`config.mk`:
```
export PLATFORM = sky130hd
export DESIGN_NAME = dsp_readout_top
export DESIGN_NICKNAME = d
export VERILOG_FILES = /design/src/design/dsp_pkg.sv /design/src/design/shot_sequencer.sv /design/src/design/baseband_select.sv /design/src/design/acc_buffer_writer.sv /design/src/design/dsp_readout_top.sv
export VERILOG_INCLUDE_DIRS = /design/src /design/src/design
export SDC_FILE = /design/constraint.sdc
export NUM_CORES = 1
export LEC_CHECK = 0
export ABC_AREA = 1
export BUFFER_PORTS_ARGS = -buffer_cell sky130_fd_sc_hd__buf_2
export CAP_MARGIN = 20
export CORE_AREA = 8 8 717 719
export DETAILED_ROUTE_END_ITERATION = 10
export DIE_AREA = 0 0 725 727
export SLEW_MARGIN = 25
export SYNTH_ARGS = -nofsm -noshare
export SYNTH_HDL_FRONTEND = slang
export SYNTH_HIERARCHICAL = 1
export SYNTH_SLANG_ARGS = --single-unit
```
`constraint.sdc`:
```
create_clock -name dspif -period 1.75 [get_ports dspif]
set_input_delay 0.0875 -clock dspif [delete_from_list [all_inputs] [get_ports dspif]]
set_output_delay 0.0875 -clock dspif [all_outputs]
set_load 0.005 [all_outputs]
```
`src/design/dsp_settings.svh`:
```
`ifndef DSP_SETTINGS_SVH
`define DSP_SETTINGS_SVH

// sample lane width in bits
`define DSP_LANE_W 16
// lanes per adc word and per dac word
`define DSP_ADC_LANES 4
`define DSP_DAC_LANES 16

// channel counts
`define DSP_NDAC 4
`define DSP_NPROC 4
`define DSP_NCHAN 4

// accumulation buffer geometry
`define DSP_ACC_ADDR_W 8
`define DSP_ACC_HALF_W 32

// experiment shot counter
`define DSP_SHOT_W 32

`endif

```
`src/design/dsp_pkg.sv`:
```
`default_nettype none
`include "dsp_settings.svh"

package dsp_pkg;

	// sample words
	typedef logic [`DSP_ADC_LANES*`DSP_LANE_W-1:0] adc_word_t;
	typedef logic [`DSP_DAC_LANES*`DSP_LANE_W-1:0] dac_word_t;

	typedef logic [`DSP_SHOT_W-1:0] shot_cnt_t;
	typedef logic [`DSP_ACC_ADDR_W-1:0] acc_addr_t;
	// real half on top, imaginary half below
	typedef logic [2*`DSP_ACC_HALF_W-1:0] acc_word_t;
	typedef logic [`DSP_NPROC-1:0] proc_vec_t;

	// baseband source codes
	typedef logic [1:0] src_sel_t;
	localparam src_sel_t sel_adc = 2'd0;
	localparam src_sel_t sel_dac_lo = 2'd1;
	localparam src_sel_t sel_dac_hi = 2'd2;
	localparam src_sel_t sel_hold = 2'd3;

	// shot sequencer states, gray-ish walk through one shot
	typedef enum logic [3:0] {
		st_idle = 4'b0000,
		st_start = 4'b0001,
		st_proc_run = 4'b0011,
		st_elem_busy = 4'b0010,
		st_more_shot = 4'b0110,
		st_shot_add = 4'b0111,
		st_done = 4'b0101
	} seq_state_t;

	// one accumulation buffer write port
	typedef struct packed {
		logic we;
		acc_addr_t addr;
		acc_word_t data;
	} acc_wr_t;

	// single-bit state measurement
	typedef struct packed {
		logic valid;
		logic state;
	} meas_t;

endpackage

`default_nettype wire

```
`src/design/shot_sequencer.sv`:
```
`timescale 1ns/100ps
`default_nettype none
`include "dsp_settings.svh"

module shot_sequencer
	import dsp_pkg::*;
(
	input logic dspif,
	input logic rst_n,
	input logic stb_start,
	input shot_cnt_t nshot,
	input proc_vec_t proc_done,
	input proc_vec_t proc_idle,
	output logic proc_start,
	output logic proc_reset,
	output logic last_shot_done,
	output logic proc_done_flag,
	output shot_cnt_t shot_cnt
);

	seq_state_t state;
	seq_state_t next_state;

	// all cores done / all cores idle, one cycle behind the inputs
	logic all_done;
	logic all_idle;
	// pipelined more-shots decision
	logic more_shots;
	shot_cnt_t nshot_r;
	shot_cnt_t shot_idx;
	shot_cnt_t next_idx;

	always_ff @(posedge dspif or negedge rst_n) begin
		if (!rst_n) begin
			all_done <= 1'b0;
			all_idle <= 1'b0;
			next_idx <= '0;
			more_shots <= 1'b0;
		end else begin
			all_done <= &proc_done;
			all_idle <= &proc_idle;
			next_idx <= shot_idx + 1'b1;
			// nshot of zero keeps going forever
			more_shots <= (next_idx != nshot_r) || (nshot_r == '0);
		end
	end

	always_ff @(posedge dspif or negedge rst_n) begin
		if (!rst_n) begin
			state <= st_idle;
		end else begin
			state <= next_state;
		end
	end

	always_comb begin
		next_state = state;
		case (state)
			st_idle: if (stb_start) next_state = st_start;
			st_start: next_state = st_proc_run;
			st_proc_run: if (all_done) next_state = st_elem_busy;
			st_elem_busy: if (all_idle) next_state = st_more_shot;
			st_more_shot: next_state = more_shots ? st_shot_add : st_done;
			st_shot_add: next_state = st_start;
			st_done: next_state = st_idle;
			default: next_state = st_idle;
		endcase
	end

	// core controls registered off the next state
	always_ff @(posedge dspif or negedge rst_n) begin
		if (!rst_n) begin
			proc_start <= 1'b0;
			proc_reset <= 1'b1;
			last_shot_done <= 1'b0;
			shot_idx <= '0;
			shot_cnt <= '0;
			nshot_r <= '0;
		end else begin
			proc_start <= (next_state == st_start);
			// cores only run between start and all-done
			proc_reset <= !(next_state inside {st_start, st_proc_run});
			last_shot_done <= (next_state == st_done);
			if (state == st_idle) begin
				nshot_r <= nshot;
			end
			if (next_state == st_shot_add) begin
				// report the shot just finished
				shot_cnt <= shot_idx;
				shot_idx <= next_idx;
			end else if (next_state inside {st_idle, st_done}) begin
				shot_idx <= '0;
			end
		end
	end

	// done flag held from all-done until the next start
	always_ff @(posedge dspif or negedge rst_n) begin
		if (!rst_n) begin
			proc_done_flag <= 1'b0;
		end else if (all_done) begin
			proc_done_flag <= 1'b1;
		end else if (proc_start) begin
			proc_done_flag <= 1'b0;
		end
	end

	a_start_single: assert property (@(posedge dspif) disable iff (!rst_n)
		proc_start |=> !proc_start);

	a_done_in_state: assert property (@(posedge dspif) disable iff (!rst_n)
		last_shot_done |-> state == st_done);

endmodule

`default_nettype wire

```
`src/design/baseband_select.sv`:
```
`timescale 1ns/100ps
`default_nettype none
`include "dsp_settings.svh"

module baseband_select
	import dsp_pkg::*;
(
	input logic dspif,
	input logic rst_n,
	input adc_word_t adc,
	input dac_word_t dac [`DSP_NDAC],
	input src_sel_t bb1_sel,
	input src_sel_t bb2_sel,
	output adc_word_t bb1,
	output adc_word_t bb2
);

	localparam int lane_w = `DSP_LANE_W;
	// dac lanes skipped per kept lane
	localparam int us_ratio = `DSP_DAC_LANES / `DSP_ADC_LANES;

	adc_word_t adc_r;
	adc_word_t dac_us [`DSP_NDAC];

	// code 3 keeps whatever was there
	function automatic adc_word_t pick_src(input src_sel_t sel, input adc_word_t cur,
		input adc_word_t adc_w, input adc_word_t dac_lo, input adc_word_t dac_hi);
		case (sel)
			sel_adc: pick_src = adc_w;
			sel_dac_lo: pick_src = dac_lo;
			sel_dac_hi: pick_src = dac_hi;
			sel_hold: pick_src = cur;
			default: pick_src = cur;
		endcase
	endfunction

	// input stage, lanes 0 4 8 12 of each dac word
	always_ff @(posedge dspif) begin
		adc_r <= adc;
		for (int i = 0; i < `DSP_NDAC; i++) begin
			for (int j = 0; j < `DSP_ADC_LANES; j++) begin
				dac_us[i][j*lane_w +: lane_w] <= dac[i][j*us_ratio*lane_w +: lane_w];
			end
		end
	end

	// bb1 from dac pair 0/1, bb2 from dac pair 2/3
	always_ff @(posedge dspif or negedge rst_n) begin
		if (!rst_n) begin
			bb1 <= '0;
			bb2 <= '0;
		end else begin
			bb1 <= pick_src(bb1_sel, bb1, adc_r, dac_us[0], dac_us[1]);
			bb2 <= pick_src(bb2_sel, bb2, adc_r, dac_us[2], dac_us[3]);
		end
	end

	a_sel_known: assert property (@(posedge dspif) disable iff (!rst_n)
		!$isunknown({bb1_sel, bb2_sel}));

endmodule

`default_nettype wire

```
`src/design/acc_buffer_writer.sv`:
```
`timescale 1ns/100ps
`default_nettype none
`include "dsp_settings.svh"

module acc_buffer_writer
	import dsp_pkg::*;
#(
	parameter int n_chan = `DSP_NCHAN
) (
	input logic dspif,
	input logic rst_n,
	input logic acc_valid [n_chan],
	input acc_word_t acc_in [n_chan],
	input logic acc_reset,
	output acc_wr_t acc_wr [n_chan],
	output meas_t meas [n_chan]
);

	// level clear of all write pointers, one stage deep
	logic acc_reset_r;

	always_ff @(posedge dspif or negedge rst_n) begin
		if (!rst_n) begin
			acc_reset_r <= 1'b0;
		end else begin
			acc_reset_r <= acc_reset;
		end
	end

	for (genvar i = 0; i < n_chan; i++) begin : g_chan
		logic we_q;
		acc_addr_t addr_q;
		acc_word_t data_q;
		logic meas_valid_q;
		logic meas_state_q;
		// pointer parked on the last entry
		logic lock_last;

		assign lock_last = &addr_q;

		always_ff @(posedge dspif or negedge rst_n) begin
			if (!rst_n) begin
				we_q <= 1'b0;
				addr_q <= '0;
				meas_valid_q <= 1'b0;
			end else begin
				we_q <= acc_valid[i];
				if (acc_reset_r) begin
					addr_q <= '0;
				end else if (we_q && !lock_last) begin
					addr_q <= addr_q + 1'b1;
				end
				meas_valid_q <= we_q;
			end
		end

		always_ff @(posedge dspif) begin
			if (acc_valid[i]) begin
				data_q <= acc_in[i];
			end
			// threshold on the real axis
			meas_state_q <= data_q[2*`DSP_ACC_HALF_W-1];
		end

		assign acc_wr[i] = '{we: we_q, addr: addr_q, data: data_q};
		assign meas[i] = '{valid: meas_valid_q, state: meas_state_q};

		a_addr_sticky: assert property (@(posedge dspif) disable iff (!rst_n)
			(lock_last && !acc_reset_r) |=> lock_last);
	end

endmodule

`default_nettype wire

```
`src/design/dsp_readout_top.sv`:
```
`timescale 1ns/100ps
`default_nettype none
`include "dsp_settings.svh"

module dsp_readout_top
	import dsp_pkg::*;
(
	input logic dspif,
	input logic rst_n,
	input logic stb_start,
	input shot_cnt_t nshot,
	input proc_vec_t proc_done,
	input proc_vec_t proc_idle,
	input adc_word_t adc,
	input dac_word_t dac [`DSP_NDAC],
	input src_sel_t bb1_sel,
	input src_sel_t bb2_sel,
	input logic acc_valid [`DSP_NCHAN],
	input acc_word_t acc_in [`DSP_NCHAN],
	input logic acc_reset,
	output logic proc_start,
	output logic proc_reset,
	output shot_cnt_t shot_cnt,
	output logic last_shot_done,
	output logic proc_done_flag,
	output adc_word_t bb1,
	output adc_word_t bb2,
	output acc_wr_t acc_wr [`DSP_NCHAN],
	output meas_t meas [`DSP_NCHAN]
);

	// experiment control toward the processor cores
	shot_sequencer seq_i (
		.dspif(dspif),
		.rst_n(rst_n),
		.stb_start(stb_start),
		.nshot(nshot),
		.proc_done(proc_done),
		.proc_idle(proc_idle),
		.proc_start(proc_start),
		.proc_reset(proc_reset),
		.last_shot_done(last_shot_done),
		.proc_done_flag(proc_done_flag),
		.shot_cnt(shot_cnt)
	);

	// baseband streams for the integrators
	baseband_select bb_i (
		.dspif(dspif),
		.rst_n(rst_n),
		.adc(adc),
		.dac(dac),
		.bb1_sel(bb1_sel),
		.bb2_sel(bb2_sel),
		.bb1(bb1),
		.bb2(bb2)
	);

	// integrated results into the accumulation buffers
	acc_buffer_writer #(
		.n_chan(`DSP_NCHAN)
	) acc_i (
		.dspif(dspif),
		.rst_n(rst_n),
		.acc_valid(acc_valid),
		.acc_in(acc_in),
		.acc_reset(acc_reset),
		.acc_wr(acc_wr),
		.meas(meas)
	);

endmodule

`default_nettype wire

```
== Word level (Yosys, flattened, before mapping) ==
Memory sizes are Yosys's and may differ from the RTL's.
Cells that the tools add are included.

* Register bits: 632
* RAM bits: 256
* Input bits: 1396
* Output and inout bits: 464
* Logic and storage cells: 106
* Memories: 1

{| class="wikitable"
|+ Memories
! name !! depth !! width !! rd ports !! clocked after memory_dff !! wr ports !! line !! source
|-
| bb_i.dac_us || 4 || 64 || 4 || 0 || 4 || baseband_select.sv:23 || <nowiki>adc_word_t dac_us [`DSP_NDAC];</nowiki>
|}

* Add/sub/neg operators: 5
* Eq/ne operators: 16
* Mux-type cells: 19
* Reduce and logical (&&, ||, !) cells: 29

{| class="wikitable"
|+ Operators with widths
! cell !! number
|-
| 64-bit case mux with 3 select lines || 2
|-
| 32-bit 2-to-1 mux || 2
|-
| 8-bit 2-to-1 mux || 8
|-
| 32-bit by 1-bit adder with 32-bit output (second input constant) || 1
|-
| 8-bit by 1-bit adder with 8-bit output (second input constant) || 4
|-
| 32-bit logical NOT || 1
|-
| 32-bit != test || 1
|-
| 8-bit AND reduction || 4
|-
| 4-bit case mux with 6 select lines || 1
|-
| 4-bit by 3-bit equality test with 1-bit output (second input constant) || 4
|-
| 2-bit nonzero test || 8
|-
| 4-bit by 2-bit equality test with 1-bit output (second input constant) || 3
|-
| 4-bit 2-to-1 mux || 3
|-
| 2-bit equality test (second input constant) || 4
|-
| 4-bit by 1-bit equality test with 1-bit output (second input constant) || 2
|-
| 4-bit logical NOT || 2
|-
| 4-bit AND reduction || 2
|-
| 1-bit logical NOT || 5
|-
| 2-bit by 1-bit equality test with 1-bit output (second input constant) || 2
|-
| 1-bit logical AND || 4
|-
| 2-bit logical NOT || 2
|-
| 1-bit 2-to-1 mux || 2
|-
| 2-bit 2-to-1 mux || 1
|-
| 1-bit logical OR || 1
|}

== Longest topological paths before layout ==
Gate-level depths: netlist of run 1.

* Word-level depth: 6
* Mapped depth: 11
* Mapped depth without buffers: 10

== Cells and area by module ==
Netlist of run 1, hierarchy kept.

{| class="wikitable"
|+ Modules (own cells, without submodules)
! module !! times used !! cells an instance !! area an instance (um^2) !! seq. area each (um^2)
|-
| baseband_select || 1 || 1502 || 14283.7 || 9609.2
|-
| acc_buffer_writer || 1 || 544 || 10015.9 || 8793.4
|-
| shot_sequencer || 1 || 744 || 6308.6 || 3479.6
|}

== Worst setup path after synthesis of run 1 ==
No wires, ideal clock.

* Kind: reg2reg
* Start: reg seq_i.shot_idx[0]
* End: reg seq_i.next_idx[26]
* Library setup time: 0.117 ns
* Arrival: 1.273 ns
* Required time: 1.633 ns
* Path slack: 0.360 ns
* Stages on the path, launching flop included: 9
* Buffers on the path: 0
* Period minus slack after synthesis: 1.390 ns
* Cells stage by stage: dfrtp_1 ha_1 nand3_2 nor2_4 nand2_2 nor2_4 nand3_1 nand2_1 nand2_1

* Cells in the longest elaborated chain, start to end: 1

{| class="wikitable"
|+ RTL lines
! item !! line !! source
|-
| start: declaration || shot_sequencer.sv:30 || <nowiki>shot_cnt_t shot_idx;</nowiki>
|-
| start signal: assignment || shot_sequencer.sv:90 || <nowiki>shot_idx <= next_idx;</nowiki>
|-
| 32-bit by 1-bit adder with 32-bit output || shot_sequencer.sv:42 || <nowiki>next_idx <= shot_idx + 1'b1;</nowiki>
|-
| end signal: assignment || shot_sequencer.sv:42 ||
|-
| end: declaration || shot_sequencer.sv:31 || <nowiki>shot_cnt_t next_idx;</nowiki>
|}

No other way between the ends.
A chain may end at the register's enable or synchronous reset.

== Final worst setup path of run 1 ==
* Start: in bb1_sel[0]
* End: reg bb_i.bb1[48]

* Cells in the longest elaborated chain, start to end: 2
* Elaborated cells between the ends (all ways): 5
* Those cells by class: eq/ne (3); mux (1); reduce/logical (1)

{| class="wikitable"
|+ RTL lines
! item !! line !! source
|-
| start: declaration || dsp_readout_top.sv:16 || <nowiki>input src_sel_t bb1_sel,</nowiki>
|-
| 2-bit equality test, or another cell as far along || baseband_select.sv:28 || <nowiki>case (sel)</nowiki>
|-
| 64-bit case mux with 3 select lines || baseband_select.sv:28 ||
|-
| end signal: assignment || baseband_select.sv:53 || <nowiki>bb1 <= pick_src(bb1_sel, bb1, adc_r, dac_us[0], dac_us[1]);</nowiki>
|-
| end: declaration || baseband_select.sv:14 || <nowiki>output adc_word_t bb1,</nowiki>
|}

Parallel ways exist; a longest one is shown, timed or not.

==> results_tabular.tex, run 1 <==
\begin{tabular}{lr}
\hline
Metric & Value \\
\hline
\multicolumn{2}{l}{\textbf{Yosys}} \\
Number of flops mapped to enable cells by yosys & 256 \\
Mapped cell area & 30600 µm² \\
Area share of the leading cell type in the synthesized netlist & 0.251 \\
Sequential-to-total area share from yosys stat & 0.715 \\
Synthesized flop and latch total & 888 \\
Count leader, synth & sky130\_fd\_sc\_hd\_\_nand2\_1 \\
Post-Synthesis Mean Instance Area & 11.0 µm² \\
Cell count after synthesis & 2790 \\
Cell variety after synth & 35 \\
Largest cells by area after synthesis & sky130\_fd\_sc\_hd\_\_edfxtp\_1 (25\%), sky130\_fd\_sc\_hd\_\_dfrtp\_1 (25\%), sky130\_fd\_sc\_hd\_\_dfxtp\_1 (21\%) \\
Synth cell count leaders & sky130\_fd\_sc\_hd\_\_nand2\_1 (1018), sky130\_fd\_sc\_hd\_\_dfxtp\_1 (324), sky130\_fd\_sc\_hd\_\_dfrtp\_1 (307) \\
Synth warn & 6 \\
Net count after synthesis & 4197 \\
Most used flip-flop cell after synthesis & sky130\_fd\_sc\_hd\_\_dfxtp\_1 \\
Proportion of register bits with asynchronous set or reset after synthesis & 0.347 \\
Library cell occupying the most area in the post-synthesis netlist & sky130\_fd\_sc\_hd\_\_edfxtp\_1 \\
\multicolumn{2}{l}{\textbf{Global routing}} \\
Via count of the first global-routing pass & 32600 \\
Number of antenna violations at the first check in global routing & 169 \\
GRT overflow & 0 \\
First-pass GRT wire length & 323000 µm \\
Total routing resource utilization after global routing & 0.0925 \\
Largest net degree at the start of global routing & 61 \\
\multicolumn{2}{l}{\textbf{Layout}} \\
Area used by multi-input combinational logic & 7260 µm² \\
Final Net Count & 6595 \\
Count of placed standard cells in the final layout, fillers left out & 12100 \\
Layout overhead on the synthesized area & 101\% \\
Final core area utilization & 0.122 \\
Register area & 21900 µm² \\
Fraction of layout instances using a drive strength above 1 & 0.282 \\
Filler instances & 56700 \\
\multicolumn{2}{l}{\textbf{Floorplan}} \\
Number of standard-cell rows in the floorplan & 261 \\
Starting utilization of the core area & 0.0609 \\
Total core area & 503000 µm² \\
Height of the die & 727 µm \\
Die area & 527000 µm² \\
Floorplan die width & 725 µm \\
Num ports & 1860 \\
\multicolumn{2}{l}{\textbf{Power}} \\
Power Density & 927 nW/µm² \\
Sequential share of power & 0.418 \\
Psw & 0.0164 W \\
Static Leak & 25.7 nW \\
Worst ir drop on vdd & 0.000862 V \\
Combinational Power Share & 0.173 \\
Fraction of power spent switching nets & 0.288 \\
Clock group share of total power & 0.409 \\
Internal power of the cells & 0.0406 W \\
Sum of internal, switching and leakage power & 0.0570 W \\
\multicolumn{2}{l}{\textbf{Detailed routing}} \\
Detail-routed via count per cell & 2.57 \\
Final routed wirelength across all metal layers & 255000 µm \\
Number of nets with antenna violations after detailed routing & 0 \\
Avg WL per Cell & 21.2 µm \\
Drt drc & 0 \\
Initial drt markers & 2079 \\
Number of search-and-repair iterations in the first detailed-routing pass & 5 \\
Vias post-DR & 31000 \\
\multicolumn{2}{l}{\textbf{Critical path}} \\
Worst EP arrival & 2.35 ns \\
Reg2Reg Capture Point & seq\_i/next\_idx[26] \\
Max incr delay on CP & 0.53 ns \\
FF-to-FF path depth & 8 \\
Worst setup path start & bb1\_sel[0] \\
Nature of the critical path startpoint & primary input \\
Critical path capture point type & flip-flop \\
Worst path cell trace & dlygate4sd3\_1 > buf\_2 > inv\_1 > ha\_4 > clkinv\_2 > buf\_12 > buf\_4 > buf\_4 > nand3\_1 > nand2\_1 > nand2\_1 \\
Slowest cell on the critical path & sky130\_fd\_sc\_hd\_\_dlygate4sd3\_1 \\
Reg-to-Reg Start & seq\_i/shot\_idx[0] \\
Timing endpoint of the critical path & bb\_i/bb1[48] \\
Crit-path max FO & 15 \\
Crit Path Category & in -> reg \\
Worst reg2reg setup slack & 0.15 ns \\
Required arrival time at the worst endpoint & 2.42 ns \\
\multicolumn{2}{l}{\textbf{Clock network}} \\
Worst-skew pair later-pin latency & 0.86 ns \\
Root buf cell & sky130\_fd\_sc\_hd\_\_clkbuf\_16 \\
Clock transition at the registers of the reported paths & 0.06 ns \\
Number of buffers created by CTS & 109 \\
Sink count of the clock tree & 888 \\
TritonCTS clock tree & yes \\
Number of buffers between clock root and the deepest sink & 4 \\
H-Tree Level Count & 3 \\
\multicolumn{2}{l}{\textbf{Outcome}} \\
Status & finished clean \\
\multicolumn{2}{l}{\textbf{Timing}} \\
Hold Slack & 0.0533 ns \\
Setup repair after global routing missed its margin & yes \\
Highest achievable clock rate & 595 MHz \\
Final setup TNS & 0 ns \\
Hold Vio Cnt, Final & 0 \\
Worst slew margin & 0.551 \\
Period utilisation layout & 0.961 \\
Slew at the pin with the worst max-slew slack & 0.673 ns \\
Final setup vio count & 0 \\
Minimum clock period after layout & 1.68 ns \\
Pins over their slew limit & 0 \\
Largest clock skew in the final design & 0.112 ns \\
\multicolumn{2}{l}{\textbf{Job}} \\
Max-Cap Viols & 0 \\
\multicolumn{2}{l}{\textbf{Placed design}} \\
Final Wtd Congestion & 0.874 \\
Number of cells after detailed placement & 10600 \\
Number of input and output port buffers inserted & 1091 \\
Hpwl dp & 206000 µm \\
\multicolumn{2}{l}{\textbf{Hold path}} \\
Hold Crit Class & in -> reg \\
\hline
\end{tabular}
[cells in the final DEF (no fill, tap or decap), types with 5 or more instances in the layout]
master and instances:
sky130_fd_sc_hd__clkbuf_16 112, sky130_fd_sc_hd__nand2_1 1018, sky130_fd_sc_hd__buf_6 30, sky130_fd_sc_hd__nor3_1 18
sky130_fd_sc_hd__ha_1 5, sky130_fd_sc_hd__ha_4 6, sky130_fd_sc_hd__xnor2_1 17, sky130_fd_sc_hd__nand4_1 7
sky130_fd_sc_hd__diode_2 72, sky130_fd_sc_hd__nor2_1 79, sky130_fd_sc_hd__dfxtp_1 324, sky130_fd_sc_hd__buf_4 94
sky130_fd_sc_hd__dfrtp_1 302, sky130_fd_sc_hd__bufinv_16 6, sky130_fd_sc_hd__clkinv_2 17, sky130_fd_sc_hd__clkbuf_1 22
sky130_fd_sc_hd__nand3_1 190, sky130_fd_sc_hd__edfxtp_1 256, sky130_fd_sc_hd__buf_12 85, sky130_fd_sc_hd__dfrtp_2 5
sky130_fd_sc_hd__clkbuf_8 14, sky130_fd_sc_hd__o21ai_0 32, sky130_fd_sc_hd__xor2_1 27, sky130_fd_sc_hd__nor2_2 10
sky130_fd_sc_hd__nand2_2 5, sky130_fd_sc_hd__clkinv_4 5, sky130_fd_sc_hd__o21bai_1 5, sky130_fd_sc_hd__dlygate4sd3_1 1151
sky130_fd_sc_hd__a21oi_1 151, sky130_fd_sc_hd__clkinvlp_4 7, sky130_fd_sc_hd__nand2_4 6, sky130_fd_sc_hd__buf_2 1039
sky130_fd_sc_hd__inv_6 5, sky130_fd_sc_hd__clkinv_1 8, sky130_fd_sc_hd__inv_1 170, sky130_fd_sc_hd__mux2_2 17
[metal layers]
metal  vias up  wire length [µm]  GRT usage
met3       566             19000     0.0254
met5         -               269          0
li1      13800                 -          -
met2      1733            135000      0.176
met4        46             14000     0.0411
met1     14800             87100     0.0932
[logic make-up (layout without fill, tap and decap cells)]
kind of cell               count (synthesis)  count (layout)  share of synthesized area
AOI/OAI and AO/OA                        189             189                     0.0313
and+or+nand+nor                         1347            1347                      0.180
adders and majority gates                 11              11                    0.00450
other                                      1              73                   0.000123
xor gates and xnor gates                  44              44                     0.0126
muxes                                     17              17                    0.00625
DFF                                      888             888                      0.715
buffers and inverters                    293            2779                     0.0504
[registers in the layout, indices dropped and copies added, names as in the netlist, 32 cells and up]
signal,count
acc_i/g_chan.data_q,256
bb_i/dac_us,256
bb_i/adc_r,64
bb_i/bb1,64
bb_i/bb2,64
acc_i/g_chan.addr_q,32
seq_i/next_idx,32
seq_i/nshot_r,32
seq_i/shot_cnt,32
seq_i/shot_idx,32
[how the worst min path moves through the flow]
stage	start	to	slack, ns	cells after the start
floorplan	rst_n	acc_i/acc_reset_r	-0.21	0
global placement	rst_n	bb_i/bb2[54]	-0.03	1
detailed placement	rst_n	bb_i/bb2[54]	-0.03	1
CTS	nshot[27]	seq_i/nshot_r[27]	0.0006	4
global route	proc_done[2]	seq_i/all_done	0.01	4
finish	proc_done[2]	seq_i/all_done	0.05	4
[power by group through the flow]
stage / logic [W] / clock network (W) / registers, W
after floorplan: 0.00195 / 0 / 0.0240
after global placement: 0.00779 / 0 / 0.0241
after detailed placement: 0.00780 / 0 / 0.0241
after CTS: 0.0102 / 0.0240 / 0.0238
after global routing: 0.0106 / 0.0248 / 0.0240
final: 0.00986 / 0.0233 / 0.0238
[area by class of cell]
class | count | area share
sequential | 888 | 0.356
timing repair buffer | 2403 | 0.317
tap | 6706 | 0.136
multi-input combinational | 1609 | 0.118
clock buffer | 148 | 0.0500
inverter | 177 | 0.0109
clock inverter | 51 | 0.00826
antenna | 72 | 0.00293
[worst max-delay path: cells and delay by family]
family	cells	cell delay, ns
simple gates	3	0.43
buf+inv	7	1.48
fa+ha+maj	1	0.28
[timing repair]
| item | 4_1_cts | 5_1_grt |
|---|---|---|
| setup buffers | 1 | 0 |
| cloned | 0 | 0 |
| hold buffers | 1154 | 0 |
| gates resized for setup | 90 | 0 |
| pin swaps | 0 | 1 |
| endpoints found under the hold margin | 1296 | 0 |
| endpoints found under the setup margin | 49 | 5 |
[per-stage QoR]
step,worst slack (ns),cell area [µm²]
after floorplan,0.360,30600
after global placement,-0.179,45900
after detailed placement,-0.189,45900
after CTS,-0.0429,61300
after global routing,-0.0245,61400
final,0.0689,61500
(Power assumes the default switching activity.)
==> run 2: changes to the inputs <==
Settings changed: CORE_AREA 8 8 717 719 to 8 8 727 729, DIE_AREA 0 0 725 727 to 0 0 735 737, GPL_TIMING_DRIVEN set to 0, SYNTH_HIERARCHICAL 1 to not set.
==> results_tabular.tex, run 2 <==
\begin{tabular}{lr}
\hline
Metric & Value \\
\hline
\multicolumn{2}{l}{\textbf{Yosys}} \\
Sequential-to-total area share from yosys stat & 0.737 \\
Synth cell count leaders & sky130\_fd\_sc\_hd\_\_nand2\_1 (532), sky130\_fd\_sc\_hd\_\_dfxtp\_1 (324), sky130\_fd\_sc\_hd\_\_dfrtp\_1 (307) \\
Net count after synthesis & 3899 \\
Count leader, synth & sky130\_fd\_sc\_hd\_\_nand2\_1 \\
Library cell occupying the most area in the post-synthesis netlist & sky130\_fd\_sc\_hd\_\_edfxtp\_1 \\
Synthesized flop and latch total & 888 \\
Proportion of register bits with asynchronous set or reset after synthesis & 0.347 \\
Cell variety after synth & 35 \\
Post-Synthesis Mean Instance Area & 11.9 µm² \\
Cell count after synthesis & 2492 \\
Synth warn & 0 \\
Most used flip-flop cell after synthesis & sky130\_fd\_sc\_hd\_\_dfxtp\_1 \\
Area share of the leading cell type in the synthesized netlist & 0.259 \\
Number of flops mapped to enable cells by yosys & 256 \\
Largest cells by area after synthesis & sky130\_fd\_sc\_hd\_\_edfxtp\_1 (26\%), sky130\_fd\_sc\_hd\_\_dfrtp\_1 (26\%), sky130\_fd\_sc\_hd\_\_dfxtp\_1 (22\%) \\
Mapped cell area & 29700 µm² \\
\multicolumn{2}{l}{\textbf{Clock network}} \\
Worst-skew pair later-pin latency & 0.89 ns \\
Number of buffers created by CTS & 110 \\
Number of buffers between clock root and the deepest sink & 4 \\
Root buf cell & sky130\_fd\_sc\_hd\_\_clkbuf\_16 \\
H-Tree Level Count & 3 \\
Clock transition at the registers of the reported paths & 0.07 ns \\
TritonCTS clock tree & yes \\
Sink count of the clock tree & 888 \\
\multicolumn{2}{l}{\textbf{Timing}} \\
Final setup TNS & 0 ns \\
Highest achievable clock rate & 583 MHz \\
Period utilisation layout & 0.979 \\
Largest clock skew in the final design & 0.0701 ns \\
Slew at the pin with the worst max-slew slack & 0.970 ns \\
Worst slew margin & 0.353 \\
Hold Slack & -0.422 ns \\
Setup repair after global routing missed its margin & yes \\
Minimum clock period after layout & 1.71 ns \\
Pins over their slew limit & 0 \\
Final setup vio count & 0 \\
Hold Vio Cnt, Final & 122 \\
\multicolumn{2}{l}{\textbf{Detailed routing}} \\
Avg WL per Cell & 20.9 µm \\
Detail-routed via count per cell & 2.54 \\
Number of nets with antenna violations after detailed routing & 0 \\
Initial drt markers & 2303 \\
Vias post-DR & 30500 \\
Number of search-and-repair iterations in the first detailed-routing pass & 6 \\
Final routed wirelength across all metal layers & 251000 µm \\
Drt drc & 0 \\
\multicolumn{2}{l}{\textbf{Critical path}} \\
Slowest cell on the critical path & sky130\_fd\_sc\_hd\_\_edfxtp\_1 \\
Critical path capture point type & output port \\
Crit Path Category & reg -> out \\
Reg-to-Reg Start & seq\_i.shot\_idx[1] \\
Max incr delay on CP & 0.53 ns \\
Required arrival time at the worst endpoint & 1.66 ns \\
Nature of the critical path startpoint & flip-flop \\
Worst reg2reg setup slack & 0.08 ns \\
Buffering stage count on the worst path with inverters included & 1 \\
Worst EP arrival & 1.63 ns \\
Cell class contributing the biggest share of worst-path delay & flip-flops \\
Crit-path max FO & 1 \\
FF-to-FF path depth & 7 \\
Worst path cell trace & buf\_2 \\
Reg2Reg Capture Point & seq\_i.next\_idx[16] \\
\multicolumn{2}{l}{\textbf{Placed design}} \\
Number of cells after detailed placement & 10500 \\
Number of input and output port buffers inserted & 1091 \\
Final Wtd Congestion & 0.921 \\
Hpwl dp & 198000 µm \\
\multicolumn{2}{l}{\textbf{Hold path}} \\
Hold Crit Class & in -> async \\
\multicolumn{2}{l}{\textbf{Job}} \\
Max-Cap Viols & 0 \\
\multicolumn{2}{l}{\textbf{Layout}} \\
Registers with the most flip-flops & acc\_i.g\_chan.data\_q x256, bb\_i.dac\_us x256 \\
Layout overhead on the synthesized area & 103\% \\
Commonest cells after routing, fill and taps aside & sky130\_fd\_sc\_hd\_\_dlygate4sd3\_1 (1156), sky130\_fd\_sc\_hd\_\_buf\_2 (1090), sky130\_fd\_sc\_hd\_\_nand2\_1 (532) \\
Leading cell type in the layout, fill and taps excluded & sky130\_fd\_sc\_hd\_\_dlygate4sd3\_1 \\
Fraction of layout instances using a drive strength above 1 & 0.288 \\
Final Net Count & 6278 \\
Count of placed standard cells in the final layout, fillers left out & 12000 \\
Final core area utilization & 0.116 \\
\multicolumn{2}{l}{\textbf{Floorplan}} \\
Die area & 542000 µm² \\
Total core area & 518000 µm² \\
Starting utilization of the core area & 0.0573 \\
Height of the die & 737 µm \\
Number of standard-cell rows in the floorplan & 265 \\
Num ports & 1860 \\
Floorplan die width & 735 µm \\
\multicolumn{2}{l}{\textbf{Power}} \\
Worst ir drop on vdd & 0.000764 V \\
Static Leak & 24.2 nW \\
Power Density & 931 nW/µm² \\
\multicolumn{2}{l}{\textbf{Global routing}} \\
GRT overflow & 0 \\
First-pass GRT wire length & 315000 µm \\
Largest net degree at the start of global routing & 84 \\
Number of antenna violations at the first check in global routing & 159 \\
Total routing resource utilization after global routing & 0.0882 \\
Via count of the first global-routing pass & 31900 \\
\multicolumn{2}{l}{\textbf{Outcome}} \\
Violated checks & negative hold slack \\
Status & complete, but fails checks \\
\hline
\end{tabular}
[run 2: stage by stage]
step	total power [W]	setup slack [ns]	hold slack [ns]	area (µm²)
after global placement	0.0300	-7.13	0.189	43800
after floorplan	0.0254	0.305	-0.208	29700
after CTS	0.0569	-0.151	-0.566	59800
final	0.0560	0.0359	-0.422	60100
after detailed placement	0.0302	-1.67	0.0710	44200
after global routing	0.0584	-0.100	-0.506	60000
[run 2: worst max-delay path by stage]
stage                                    start                  to  slack (ns)  depth (start not counted)
floorplan                    seq_i.shot_idx[0]  seq_i.next_idx[28]        0.30                          9
global placement                         rst_n        bb_i.bb2[10]       -7.13                          1
detailed placement                  bb1_sel[0]        bb_i.bb1[47]       -1.67                          8
CTS                       acc_i.g_chan[0].we_q         acc_wr[291]       -0.15                          1
global route              acc_i.g_chan[0].we_q         acc_wr[291]       -0.10                          1
finish              acc_i.g_chan[1].data_q[31]         acc_wr[177]        0.04                          1
[run 2: logic make-up (layout without fill, tap and decap cells)]
family                     after synthesis  after routing  share of synthesized area
muxes                                   13             13                    0.00493
xor gates and xnor gates                39             39                     0.0115
adders and majority gates               11             11                    0.00464
other                                    1            106                   0.000126
and+or+nand+nor                        849            849                      0.115
buffers and inverters                  239           2709                     0.0337
DFF                                    888            888                      0.737
AOI/OAI and AO/OA                      452            452                     0.0928
[run 2: where the power goes]
group / internal (W) / total (W) / switching, W
Combinational: 0.00377 / 0.00851 / 0.00474
Sequential: 0.0228 / 0.0237 / 0.000948
Clock: 0.0133 / 0.0238 / 0.0105
Total: 0.0399 / 0.0560 / 0.0162
[run 2: metal layers]
layer | track usage | part of all wire | vias up
li1 | - | - | 13300
met1 | 0.105 | 0.40 | 14800
met2 | 0.138 | 0.44 | 1854
met3 | 0.0369 | 0.11 | 564
met4 | 0.0402 | 0.052 | 64
met5 | 0 | 0.0017 | -
[run 2: final cells by class]
cell class	count	area, µm²
diodes	105	263
plain buffers	108	556
clock buffers	144	3080
clock inverters	59	588
fillers	58700	458000
inverters	125	474
multi-input cells	1365	6860
flip-flops and latches	888	21900
well taps	6942	8690
repair buffers	2273	17700
[run 2: timing repair]
| action | CTS | global route |
|---|---|---|
| endpoints found under the hold margin | 1089 | 85 |
| hold buffers | 1163 | 1 |
| pin swaps | 0 | 2 |
| resized for setup | 76 | 18 |
| setup endpoints to repair | 89 | 29 |
| gates cloned | 0 | 0 |
| buffers inserted | 4 | 2 |
